$ cat src/design/cpu_pkg.sv
// ==========================================================
// Unknown opcode classes decode as no-operation.
// Only Z and C exist in the flag register; other bits read 0.
// ==========================================================
package cpu_pkg;

    // opcode class, instruction bits 15..12
    typedef enum logic [3:0] {
        OP_LDI  = 4'h1,
        OP_ALU  = 4'h2,
        OP_LD   = 4'h3,
        OP_ST   = 4'h4,
        OP_STB  = 4'h5,
        OP_JNZ  = 4'h6,
        OP_HALT = 4'hf
    } op_class_e;

    // ALU operation, bits 2..0 of an ALU instruction
    typedef enum logic [2:0] {
        ALU_ADD = 3'd0,
        ALU_SUB = 3'd1,
        ALU_AND = 3'd2,
        ALU_OR  = 3'd3,
        ALU_XOR = 3'd4
    } alu_op_e;

    // flag register bit positions
    localparam int FLAG_Z = 0;
    localparam int FLAG_C = 1;

    // instruction fields
    localparam int OPC_HI = 15;
    localparam int OPC_LO = 12;
    localparam int DST_HI = 11;
    localparam int DST_LO = 9;
    localparam int SRC_HI = 8;
    localparam int SRC_LO = 6;
    localparam int ALU_HI = 2;
    localparam int ALU_LO = 0;

    localparam int NUM_REGS = 8;

endpackage

$ cat src/design/cpu_alu.sv
// ==========================================================
// Purely combinational. Operand a is the destination register.
// C is carry on add, borrow on subtract, cleared otherwise.
// ==========================================================
`timescale 1ns/1ns

module cpu_alu
    import cpu_pkg::*;
(
    input        [15:0] a,
    input        [15:0] b,
    input  alu_op_e     alu_op,
    output logic [15:0] result,
    output logic  [7:0] flags_out
);

    logic [16:0] wide;

    always_comb begin
        wide = '0;
        case (alu_op)
            ALU_ADD: begin
                wide = {1'b0, a} + {1'b0, b};
            end
            ALU_SUB: begin
                // bit 16 ends up as the borrow
                wide = {1'b0, a} - {1'b0, b};
            end
            ALU_AND: begin
                wide = {1'b0, a & b};
            end
            ALU_OR: begin
                wide = {1'b0, a | b};
            end
            ALU_XOR: begin
                wide = {1'b0, a ^ b};
            end
            default: begin
                wide = '0;
            end
        endcase
    end

    assign result = wide[15:0];

    always_comb begin
        flags_out         = '0;
        flags_out[FLAG_Z] = (wide[15:0] == 16'd0);
        flags_out[FLAG_C] = wide[16];
    end

endmodule

$ cat src/design/cpu_regs.sv
// ==========================================================
// Register writes and flag writes take effect on enabled edges.
// Dump port is combinational; 0..15 map to register bytes.
// ==========================================================
`timescale 1ns/1ns

module cpu_regs
    import cpu_pkg::*;
(
    input              clk,
    input              arst_n,
    input              cen,
    input        [2:0] rd_a_sel,
    input        [2:0] rd_b_sel,
    input        [2:0] wr_sel,
    input              wr_en,
    input       [15:0] wr_data,
    input              flags_we,
    input        [7:0] flags_in,
    input        [7:0] dmp_addr,
    output      [15:0] rd_a,
    output      [15:0] rd_b,
    output       [7:0] flags,
    output logic [7:0] dmp_din
);

    // only Z and C are kept
    localparam logic [7:0] FLAGS_MASK = 8'((1 << FLAG_Z) | (1 << FLAG_C));

    logic [15:0] regs_q [NUM_REGS];
    logic  [7:0] flags_q;
    logic [15:0] dmp_word;

    always_ff @(posedge clk or negedge arst_n) begin
        if (!arst_n) begin
            for (int i = 0; i < NUM_REGS; i++) begin
                regs_q[i] <= '0;
            end
            flags_q <= '0;
        end else if (cen) begin
            if (wr_en) begin
                regs_q[wr_sel] <= wr_data;
            end
            if (flags_we) begin
                flags_q <= flags_in & FLAGS_MASK;
            end
        end
    end

    assign rd_a  = regs_q[rd_a_sel];
    assign rd_b  = regs_q[rd_b_sel];
    assign flags = flags_q;

    // even address is the low byte
    assign dmp_word = regs_q[dmp_addr[3:1]];

    always_comb begin
        if (dmp_addr < 8'd16) begin
            dmp_din = dmp_addr[0] ? dmp_word[15:8] : dmp_word[7:0];
        end else if (dmp_addr == 8'd16) begin
            dmp_din = flags_q;
        end else begin
            dmp_din = '0;
        end
    end

endmodule

$ cat src/design/cpu_ramctl.sv
// ==========================================================
// RAM read data appears one enabled cycle after the address.
// No back-pressure. Word accesses are forced to even addresses.
// ==========================================================
`timescale 1ns/1ns

module cpu_ramctl #(
    parameter int ADDR_W = 24
) (
    input               clk,
    input               arst_n,
    input               cen,
    input               mem_req,
    input               mem_wr,
    input               mem_byte,
    input  [ADDR_W-1:0] mem_addr,
    input        [15:0] mem_wdata,
    input        [15:0] ram_dout,
    output              mem_done,
    output       [15:0] mem_rdata,
    output [ADDR_W-1:0] ram_addr,
    output       [15:0] ram_din,
    output        [1:0] ram_we
);

    logic       rd_wait;
    logic [1:0] lanes;

    // second cycle of a read, RAM word is now on ram_dout
    always_ff @(posedge clk or negedge arst_n) begin
        if (!arst_n) begin
            rd_wait <= 1'b0;
        end else if (cen) begin
            rd_wait <= mem_req && !mem_wr && !rd_wait;
        end
    end

    // odd byte address selects the high lane
    assign lanes = mem_byte ? (mem_addr[0] ? 2'b10 : 2'b01) : 2'b11;

    assign ram_addr = mem_byte ? mem_addr : {mem_addr[ADDR_W-1:1], 1'b0};
    assign ram_din  = mem_byte ? {mem_wdata[7:0], mem_wdata[7:0]} : mem_wdata;
    assign ram_we   = (mem_req && mem_wr) ? lanes : 2'b00;

    // writes finish in their first cycle
    assign mem_done  = mem_req && (mem_wr || rd_wait);
    assign mem_rdata = ram_dout;

endmodule

$ cat src/design/cpu_ctrl.sv
// ==========================================================
// Multicycle: fetch, optional second word or memory access,
// then write-back. Halt is held until reset.
// ==========================================================
`timescale 1ns/1ns

module cpu_ctrl
    import cpu_pkg::*;
#(
    parameter int ADDR_W = 24
) (
    input                     clk,
    input                     arst_n,
    input                     cen,
    input                     mem_done,
    input              [15:0] mem_rdata,
    input              [15:0] rd_a,
    input              [15:0] rd_b,
    input              [15:0] alu_result,
    input               [7:0] alu_flags,
    input               [7:0] flags,
    output logic              mem_req,
    output logic              mem_wr,
    output logic              mem_byte,
    output logic [ADDR_W-1:0] mem_addr,
    output             [15:0] mem_wdata,
    output              [2:0] rd_a_sel,
    output              [2:0] rd_b_sel,
    output alu_op_e           alu_op,
    output              [2:0] wr_sel,
    output logic              wr_en,
    output logic       [15:0] wr_data,
    output logic              flags_we,
    output                    halted
);

    typedef enum logic [2:0] {
        S_FETCH,
        S_FETCH2,
        S_MEM,
        S_WB,
        S_HALT
    } state_e;

    state_e            state;
    logic [ADDR_W-1:0] pc_q;
    logic       [15:0] ir_q;
    logic       [15:0] data_q;
    op_class_e         op_q;
    op_class_e         op_new;

    assign op_q   = op_class_e'(ir_q[OPC_HI:OPC_LO]);
    assign op_new = op_class_e'(mem_rdata[OPC_HI:OPC_LO]);

    always_ff @(posedge clk or negedge arst_n) begin
        if (!arst_n) begin
            state <= S_FETCH;
            pc_q  <= '0;
            ir_q  <= '0;
        end else if (cen) begin
            case (state)
                S_FETCH: begin
                    if (mem_done) begin
                        ir_q <= mem_rdata;
                        pc_q <= pc_q + ADDR_W'(2);
                        case (op_new)
                            OP_LDI, OP_JNZ:      state <= S_FETCH2;
                            OP_LD, OP_ST, OP_STB: state <= S_MEM;
                            OP_HALT:             state <= S_HALT;
                            default:             state <= S_WB;
                        endcase
                    end
                end
                S_FETCH2: begin
                    if (mem_done) begin
                        pc_q  <= pc_q + ADDR_W'(2);
                        state <= S_WB;
                    end
                end
                S_MEM: begin
                    if (mem_done) begin
                        state <= S_WB;
                    end
                end
                S_WB: begin
                    // jump taken when zero is clear
                    if (op_q == OP_JNZ && !flags[FLAG_Z]) begin
                        pc_q <= ADDR_W'(data_q);
                    end
                    state <= S_FETCH;
                end
                default: begin
                    state <= S_HALT;
                end
            endcase
        end
    end

    // second word or loaded word
    always_ff @(posedge clk or negedge arst_n) begin
        if (!arst_n) begin
            data_q <= '0;
        end else if (cen && mem_done && state != S_FETCH) begin
            data_q <= mem_rdata;
        end
    end

    assign mem_req   = (state == S_FETCH) || (state == S_FETCH2) || (state == S_MEM);
    assign mem_wr    = (state == S_MEM) && (op_q == OP_ST || op_q == OP_STB);
    assign mem_byte  = (state == S_MEM) && (op_q == OP_STB);
    assign mem_addr  = (state == S_MEM) ? ADDR_W'(rd_b) : pc_q;
    assign mem_wdata = rd_a;

    assign rd_a_sel = ir_q[DST_HI:DST_LO];
    assign rd_b_sel = ir_q[SRC_HI:SRC_LO];
    assign wr_sel   = ir_q[DST_HI:DST_LO];
    assign alu_op   = alu_op_e'(ir_q[ALU_HI:ALU_LO]);

    assign wr_en   = (state == S_WB) && (op_q == OP_LDI || op_q == OP_ALU || op_q == OP_LD);
    assign wr_data = (op_q == OP_ALU) ? alu_result : data_q;

    // flag register only toggles when a value changes
    assign flags_we = (state == S_WB) && (op_q == OP_ALU) && (alu_flags != flags);

    assign halted = (state == S_HALT);

endmodule

$ cat src/design/cpu_core.sv
// ==========================================================
// State advances only on clk edges with cen high.
// Program starts at address 0; halted holds until reset.
// ==========================================================
`timescale 1ns/1ns

module cpu_core
    import cpu_pkg::*;
#(
    parameter int ADDR_W = 24
) (
    input               clk,
    input               arst_n,
    input               cen,

    output [ADDR_W-1:0] ram_addr,
    input        [15:0] ram_dout,
    output       [15:0] ram_din,
    output        [1:0] ram_we,
    // register dump
    input         [7:0] dmp_addr,
    output        [7:0] dmp_din,

    output              halted
);

    // controller to RAM sequencer
    logic              mem_req, mem_wr, mem_byte, mem_done;
    logic [ADDR_W-1:0] mem_addr;
    logic       [15:0] mem_wdata, mem_rdata;

    // register bank
    logic  [2:0] rd_a_sel, rd_b_sel, wr_sel;
    logic        wr_en, flags_we;
    logic [15:0] wr_data, rd_a, rd_b;
    logic  [7:0] flags;

    // ALU
    alu_op_e     alu_op;
    logic [15:0] alu_result;
    logic  [7:0] alu_flags;

    cpu_ctrl #(.ADDR_W(ADDR_W)) u_ctrl (
        .clk        ( clk        ),
        .arst_n     ( arst_n     ),
        .cen        ( cen        ),
        .mem_done   ( mem_done   ),
        .mem_rdata  ( mem_rdata  ),
        .rd_a       ( rd_a       ),
        .rd_b       ( rd_b       ),
        .alu_result ( alu_result ),
        .alu_flags  ( alu_flags  ),
        .flags      ( flags      ),
        .mem_req    ( mem_req    ),
        .mem_wr     ( mem_wr     ),
        .mem_byte   ( mem_byte   ),
        .mem_addr   ( mem_addr   ),
        .mem_wdata  ( mem_wdata  ),
        .rd_a_sel   ( rd_a_sel   ),
        .rd_b_sel   ( rd_b_sel   ),
        .alu_op     ( alu_op     ),
        .wr_sel     ( wr_sel     ),
        .wr_en      ( wr_en      ),
        .wr_data    ( wr_data    ),
        .flags_we   ( flags_we   ),
        .halted     ( halted     )
    );

    cpu_regs u_regs (
        .clk      ( clk       ),
        .arst_n   ( arst_n    ),
        .cen      ( cen       ),
        .rd_a_sel ( rd_a_sel  ),
        .rd_b_sel ( rd_b_sel  ),
        .wr_sel   ( wr_sel    ),
        .wr_en    ( wr_en     ),
        .wr_data  ( wr_data   ),
        .flags_we ( flags_we  ),
        .flags_in ( alu_flags ),
        .dmp_addr ( dmp_addr  ),
        .rd_a     ( rd_a      ),
        .rd_b     ( rd_b      ),
        .flags    ( flags     ),
        .dmp_din  ( dmp_din   )
    );

    cpu_alu u_alu (
        .a         ( rd_a       ),
        .b         ( rd_b       ),
        .alu_op    ( alu_op     ),
        .result    ( alu_result ),
        .flags_out ( alu_flags  )
    );

    cpu_ramctl #(.ADDR_W(ADDR_W)) u_ramctl (
        .clk       ( clk       ),
        .arst_n    ( arst_n    ),
        .cen       ( cen       ),
        .mem_req   ( mem_req   ),
        .mem_wr    ( mem_wr    ),
        .mem_byte  ( mem_byte  ),
        .mem_addr  ( mem_addr  ),
        .mem_wdata ( mem_wdata ),
        .ram_dout  ( ram_dout  ),
        .mem_done  ( mem_done  ),
        .mem_rdata ( mem_rdata ),
        .ram_addr  ( ram_addr  ),
        .ram_din   ( ram_din   ),
        .ram_we    ( ram_we    )
    );

endmodule

$ cat config.mk
export PLATFORM = sky130hd
export DESIGN_NAME = cpu_core
export DESIGN_NICKNAME = d
export VERILOG_FILES = /design/src/design/cpu_pkg.sv /design/src/design/cpu_alu.sv /design/src/design/cpu_regs.sv /design/src/design/cpu_ramctl.sv /design/src/design/cpu_ctrl.sv /design/src/design/cpu_core.sv
export SDC_FILE = /design/constraint.sdc
export NUM_CORES = 1
export LEC_CHECK = 0
export ABC_CLOCK_PERIOD_IN_PS = 4900
export BUFFER_PORTS_ARGS = -buffer_cell sky130_fd_sc_hd__buf_4
export CAP_MARGIN = 20
export CORE_UTILIZATION = 30
export CTS_BUF_LIST = sky130_fd_sc_hd__clkbuf_4 sky130_fd_sc_hd__clkbuf_8
export DETAILED_ROUTE_END_ITERATION = 12
export PLACE_DENSITY = 0.44
export SLEW_MARGIN = 20
export SYNTH_ARGS = -nofsm -noshare
export SYNTH_HDL_FRONTEND = slang
export SYNTH_SLANG_ARGS = --single-unit
$ cat constraint.sdc
create_clock -name clk -period 4.9 [get_ports clk]
set_clock_uncertainty 0.15 [all_clocks]
set_input_delay 0 -clock clk [delete_from_list [all_inputs] [get_ports clk]]
set_output_delay 0 -clock clk [all_outputs]
set_load 0.005 [all_outputs]
# [Word-level counts from Yosys, hierarchy flattened]
# Index checks and enable logic that the tools add are counted.
[totals] reg_bits=190 word_cells=120
[classes] add_sub_neg=3 magnitude_cmp=5 n_eq_ne=26 mux=30 n_bitwise=6 reduce_logical=36
[op_table] operator="16-bit binary-select mux with 3-bit select" n=3
[op_table] operator="16-bit 2-to-1 mux" n=9
[op_table] operator="128-bit bitwise mux" n=1
[op_table] operator="17-bit one-hot mux with 5 select lines" n=1
[op_table] operator="24-bit 2-to-1 mux" n=3
[op_table] operator="16-bit demux with 3-bit select" n=1
[op_table] operator="24-bit one-hot mux with 2 select lines" n=1
[op_table] operator="24-bit by 2-bit adder with 24-bit output, second input constant" n=1
[op_table] operator="4-bit by 3-bit equality test with 1-bit output, second input constant" n=6
[op_table] operator="3-bit one-hot mux with 3 select lines" n=2
[op_table] operator="16-bit by 16-bit adder with 17-bit output" n=1
[op_table] operator="16-bit by 16-bit subtractor with 17-bit output" n=1
[op_table] operator="16-bit bitwise AND" n=1
[op_table] operator="16-bit logical NOT" n=1
[op_table] operator="8-bit 2-to-1 mux" n=2
[op_table] operator="16-bit OR" n=1
[op_table] operator="16-bit bitwise XOR" n=1
[op_table] operator="1-bit logical AND" n=13
[op_table] operator="3-bit by 2-bit equality test with 1-bit output, second input constant" n=4
[op_table] operator="4-bit by 2-bit equality test with 1-bit output, second input constant" n=3
[op_table] operator="4-bit >= comparator, second input constant" n=3
[op_table] operator="3-bit NOT with 4-bit output" n=3
[op_table] operator="4-bit by 1-bit equality test with 1-bit output, second input constant" n=2
[op_table] operator="8-bit by 5-bit equality test with 1-bit output, second input constant" n=1
[op_table] operator="other kinds (20)" n=41

# [Longest topological paths before layout]
[depth] ltp_word=10 mapped_depth=19

# [Cells and area by module]
# From an unflattened synthesis, not the netlist that was laid out.
[hier_totals] cells_unflattened=1238 area_unflattened_um2=14333.7
[by_module_without_submodules] mod="cpu_regs" n_inst=1 cells_each=489 area_each_um2=7930.1 seq_area_each_um2=3253.1
[by_module_without_submodules] mod="cpu_ctrl" n_inst=1 cells_each=365 area_each_um2=3658.5 seq_area_each_um2=1401.3
[by_module_without_submodules] mod="cpu_alu" n_inst=1 cells_each=318 area_each_um2=2185.8 seq_area_each_um2=0.0
[by_module_without_submodules] mod="cpu_ramctl" n_inst=1 cells_each=66 area_each_um2=559.3 seq_area_each_um2=25.0

# [Worst setup path after synthesis]
# Ideal clock, no wire load.
[synth_path] path_kind="reg2reg" startpoint="reg u_ctrl.ir_q[7]" endpoint="reg u_regs.regs_q[111] (netlist name)" setup_ns=0.125 arrival_time_ns=4.107 t_required_ns=4.625 setup_slack_ns=0.518 path_stages_with_launch=19 n_path_buf=2 synth_period_minus_slack_ns=4.382 cell_sequence="dfrtp_1 > clkbuf_1 > clkbuf_1 > mux4_2 > mux2i_2 > ha_1 > nand3_1 > or2_1 > o21ai_1 > xnor2_1 > ha_1 > a21o_1 > a31oi_1 > o21ai_0 > o21ai_0 > mux2i_1 > nand3_1 > mux2_2 > mux2_2"
[synth_between] elab_chain_cells=8 word_cells_on_any_way=12 classes_between="add/sub: 2; mux: 6; bitwise: 4"
[synth_rtl] item="from (decl)" line="cpu_ctrl.sv:47" text="logic [15:0] ir_q;"
[synth_rtl] item="from (signal assigned)" line="cpu_ctrl.sv:64" text="ir_q <= mem_rdata;"
[synth_rtl] item="3-bit NOT with 4-bit output (implied by the code) *" line="cpu_regs.sv:51" text="assign rd_b = regs_q[rd_b_sel];"
[synth_rtl] item="16-bit binary-select mux with 3-bit select *" line="cpu_regs.sv:51"
[synth_rtl] item="16-bit 2-to-1 mux (implied by the code) * (2 in series)" line="cpu_regs.sv:51"
[synth_rtl] item="16-bit by 16-bit subtractor with 17-bit output, or another cell as far along" line="cpu_alu.sv:27" text="wide = {1'b0, a} - {1'b0, b};"
[synth_rtl] item="17-bit one-hot mux with 5 select lines *" line="cpu_alu.sv:21" text="case (alu_op)"
[synth_rtl] item="16-bit 2-to-1 mux *" line="cpu_ctrl.sv:120" text="assign wr_data = (op_q == OP_ALU) ? alu_result : data_q;"
[synth_rtl] item="128-bit bitwise mux *" line="cpu_regs.sv:42" text="regs_q[wr_sel] <= wr_data;"
[synth_rtl] item="to (signal, indexed assignment)" line="cpu_regs.sv:42"
[synth_rtl] item="to (decl)" line="cpu_regs.sv:30" text="logic [15:0] regs_q [NUM_REGS];"
# Mark *: on every way between the ends. The rest lies on a longest branch, timed or not. The select of a mux whose other input is x is not followed.
# A chain may end at the register's enable or synchronous reset.

# [Worst setup path after layout]
[layout_path] startpoint="reg u_ctrl.ir_q[6]" endpoint="reg u_regs.regs_q[111] (netlist name)"
# The elaborated chain is that of the path after synthesis.

==> impl_metrics.env <==
export IMPL_arrival_ps=5010
export IMPL_synth_seq_area_share=0.361
export IMPL_wl_um=52100
export IMPL_dpl_cell_count=1999
export IMPL_critPathMaxFanout=8
export IMPL_wl_per_cell_um=25.3
export IMPL_period_needed_ps=4750
export IMPL_async_reset_ff_frac=1.00
export IMPL_synth_fp_nets=1473
export IMPL_syn_area_um2=12900
export IMPL_cp_top_family="multiplexers"
export IMPL_final_antenna_net_count=0
export IMPL_grt_pass1_wl_um=77000
export IMPL_drtIter0Drc=1132
export IMPL_worst_path_largest_cell_delay_ps=490
export IMPL_track_usage=0.242
export IMPL_synth_cell_types=81
export IMPL_ys_dominant_reg_cell="dfrtp_1"
export IMPL_yosysTopAreaCell="dfrtp_1"
export IMPL_multiInputGateArea_um2=7760
export IMPL_crit_path_start="u_ctrl.ir_q[6]"
export IMPL_final_util=0.358
export IMPL_timing_fmax_mhz=211
export IMPL_grt_max_degree=93
export IMPL_finalNonFillerCells=2060
export IMPL_die_w_um=209
export IMPL_cts_sinks=186
export IMPL_root_buffer="clkbuf_8"
export IMPL_crit_top_cell="o21ai_1"
export IMPL_synth_edf_count=0
export IMPL_r2r_cells=18
export IMPL_synth_mux_area_frac=0.192
export IMPL_fin_crit_sh=0.969
export IMPL_dieArea_um2=43800
export IMPL_antenna_found_initial=0
export IMPL_clk_path_buf_depth=2
export IMPL_setup_viol=0
export IMPL_synth_area_top_cells="dfrtp_1 (36%), mux4_2 (13%), nand2_1 (11%)"
export IMPL_outcome="finished clean"
export IMPL_crit_end="u_regs.regs_q[111]"
export IMPL_ys_ff_latch=186
export IMPL_critPathCaptureType="flip-flop"
export IMPL_area_growth_pct=17.1
export IMPL_tritoncts="built"
export IMPL_hp_class="in -> reg"
export IMPL_regToRegEndpoint="u_regs.regs_q[111]"
export IMPL_synth_most_common_cell="nand2_1"
export IMPL_drc=0
export IMPL_synth_compound_area_frac=0.123
export IMPL_diodes=0
export IMPL_cts_clk_slew_worst_paths_ps=110
export IMPL_post_dp_hpwl_um=37900
export IMPL_maxCapViolations=0
export IMPL_synthAdderAreaFrac=0.0521
export IMPL_fin_ws_ps=154
export IMPL_r2r_setup_slack_ps=150
export IMPL_synth_top_area_share=0.361
export IMPL_dieHeight_um=209
export IMPL_drtPass1Iterations=5
export IMPL_fill_cells=4331
export IMPL_placementRows=75
export IMPL_clk_latency_ps=530
export IMPL_dp_slack_ps=-77.7
export IMPL_num_nets_final=1588
export IMPL_drv_slew=0
export IMPL_layout_drive_gt1_share=0.226
export IMPL_vias_per_cell=5.60
export IMPL_cp_slowest_cell="dfrtp_4"
export IMPL_cts_made_buffers=17
export IMPL_slew_headroom=0.241
export IMPL_synth_common_cells="nand2_1 (375), dfrtp_1 (186), nor2_1 (91), mux4_2 (72), a21oi_1 (58)"
export IMPL_crit_chain="buf_2 > buf_4 > mux4_2 > mux2_4 > nor2_4 > nand3_2 > or2_1 > o21ai_1 > xnor2_1 > ha_1 > a21o_1 > a31oi_1 > o21ai_1 > o21ai_1 > mux2i_1 > nand3_1 > mux2_2 > mux2_2"
export IMPL_start_kind="flip-flop"
export IMPL_seq_area_um2=4660
export IMPL_io_buffers=77
export IMPL_max_slew_worst_pin_slew_ps=1130
export IMPL_yosysWarnings=0
export IMPL_core_um2=42100
export IMPL_grt_pass1_vias=11216
export IMPL_io_pins=78
export IMPL_syn_instance_count=1393
export IMPL_avgSynthCellArea_um2=9.25
export IMPL_cts_max_level=4
export IMPL_min_path_cells=3
export IMPL_synthSimpleGateAreaFrac=0.211
export IMPL_grt_overflow=0
export IMPL_worstSetupPathType="reg -> reg"
export IMPL_dr_total_vias=11535
export IMPL_critPathBufInv=2
export IMPL_start_util=0.306
export IMPL_hold_viol=0
export IMPL_cp_required_ps=5160
export IMPL_fin_hold_ws_ps=107
export IMPL_rr_startpoint="u_ctrl.ir_q[6]"
export IMPL_synth_top_family_by_area="simple AND/OR/NAND/NOR gates"
export IMPL_gp_congestion=0.933
export IMPL_yosys_area_share_xor_xnor=0.0184
export IMPL_crit_cells=18
[sequential cells by signal, indices dropped and copies added (netlist names)]
register,count
u_regs.flags,2
u_ramctl.rd_wait,1
u_ctrl.data_q,16
u_ctrl.ir_q,13
u_regs.regs_q,128
u_ctrl.pc_q,23
u_ctrl.state,3
[layout by cell type, fill, tap and decap left out, drive strengths merged, types with 8 or more instances in the layout]
master	count
nand2	375
nor2	94
nand3	20
o21ai	63
dlygate4sd3	22
or4	11
a21oi	58
dfrtp	186
xnor2	19
nor2b	11
ha	52
mux2	45
xor2	8
a22oi	38
buf	149
a21o	9
and4	11
clkbuf	19
mux4	72
a211oi	10
o22ai	36
mux2i	30
nor3	17
nor4	8
inv	55
and2	11
[per-stage QoR]
stage | setup TNS [ps] | cell area, µm²
after global routing | -88.5 | 15100
final | 0 | 15100
after global placement | -5.76 | 14300
after CTS | 0 | 15000
after detailed placement | -77.7 | 14300
after floorplan | 0 | 12900
[final cells by class]
cell class	instances	share of cell area
Tap cell	539	0.0447
Timing Repair Buffer	172	0.0922
Inverter	51	0.0127
Clock inverter	14	0.0109
Multi-Input combinational cell	1080	0.514
Sequential cell	186	0.309
Clock buffer	18	0.0164
[routing by layer]
| layer | global-route usage | vias to the layer above | routed length (µm) | part of all wire |
|---|---|---|---|---|
| met3 | 0.0394 | 91 | 3140 | 0.060 |
| met2 | 0.380 | 474 | 23700 | 0.45 |
| met5 | 0 | - | 0 | 0 |
| met1 | 0.330 | 5759 | 23400 | 0.45 |
| li1 | - | 5211 | - | - |
| met4 | 0.102 | 0 | 1890 | 0.036 |
[cells by family (layout without fill, tap and decap cells)]
kind of cell	after synthesis	after routing
AO/OA/AOI/OAI	252	252
XOR/XNOR	27	27
adder cells (fa/ha/maj)	53	53
buffers and inverters	127	255
flip-flops	186	186
multiplexers	147	147
AND/OR/NAND/NOR	601	601
[worst min-delay path by stage]
stage / start / end / slack (ps)
after floorplan: arst_n / u_ctrl.data_q[0] / -450
after global placement: arst_n / u_regs.flags[1] / 1
after detailed placement: arst_n / u_regs.flags[1] / 4
after CTS: ram_dout[2] / u_ctrl.data_q[2] / 70
after global routing: ram_dout[5] / u_ctrl.data_q[5] / 100
final: ram_dout[2] / u_ctrl.data_q[2] / 110
[worst min-delay path: stages]
cell and delay, ps:
dlygate4sd3_1 520, buf_4 100, mux2_2 130
[timing repair]
action / in CTS / in global routing
gates resized for setup: 2 / 10
hold buffers: 22 / 0
buffers inserted: 0 / 6
setup endpoints to repair: 15 / 40
endpoints found under the hold margin: 137 / 0
Power is left out: the tool's default activity adds up to more than one toggle a clock period on the data nets, which glitch-free logic cannot reach.
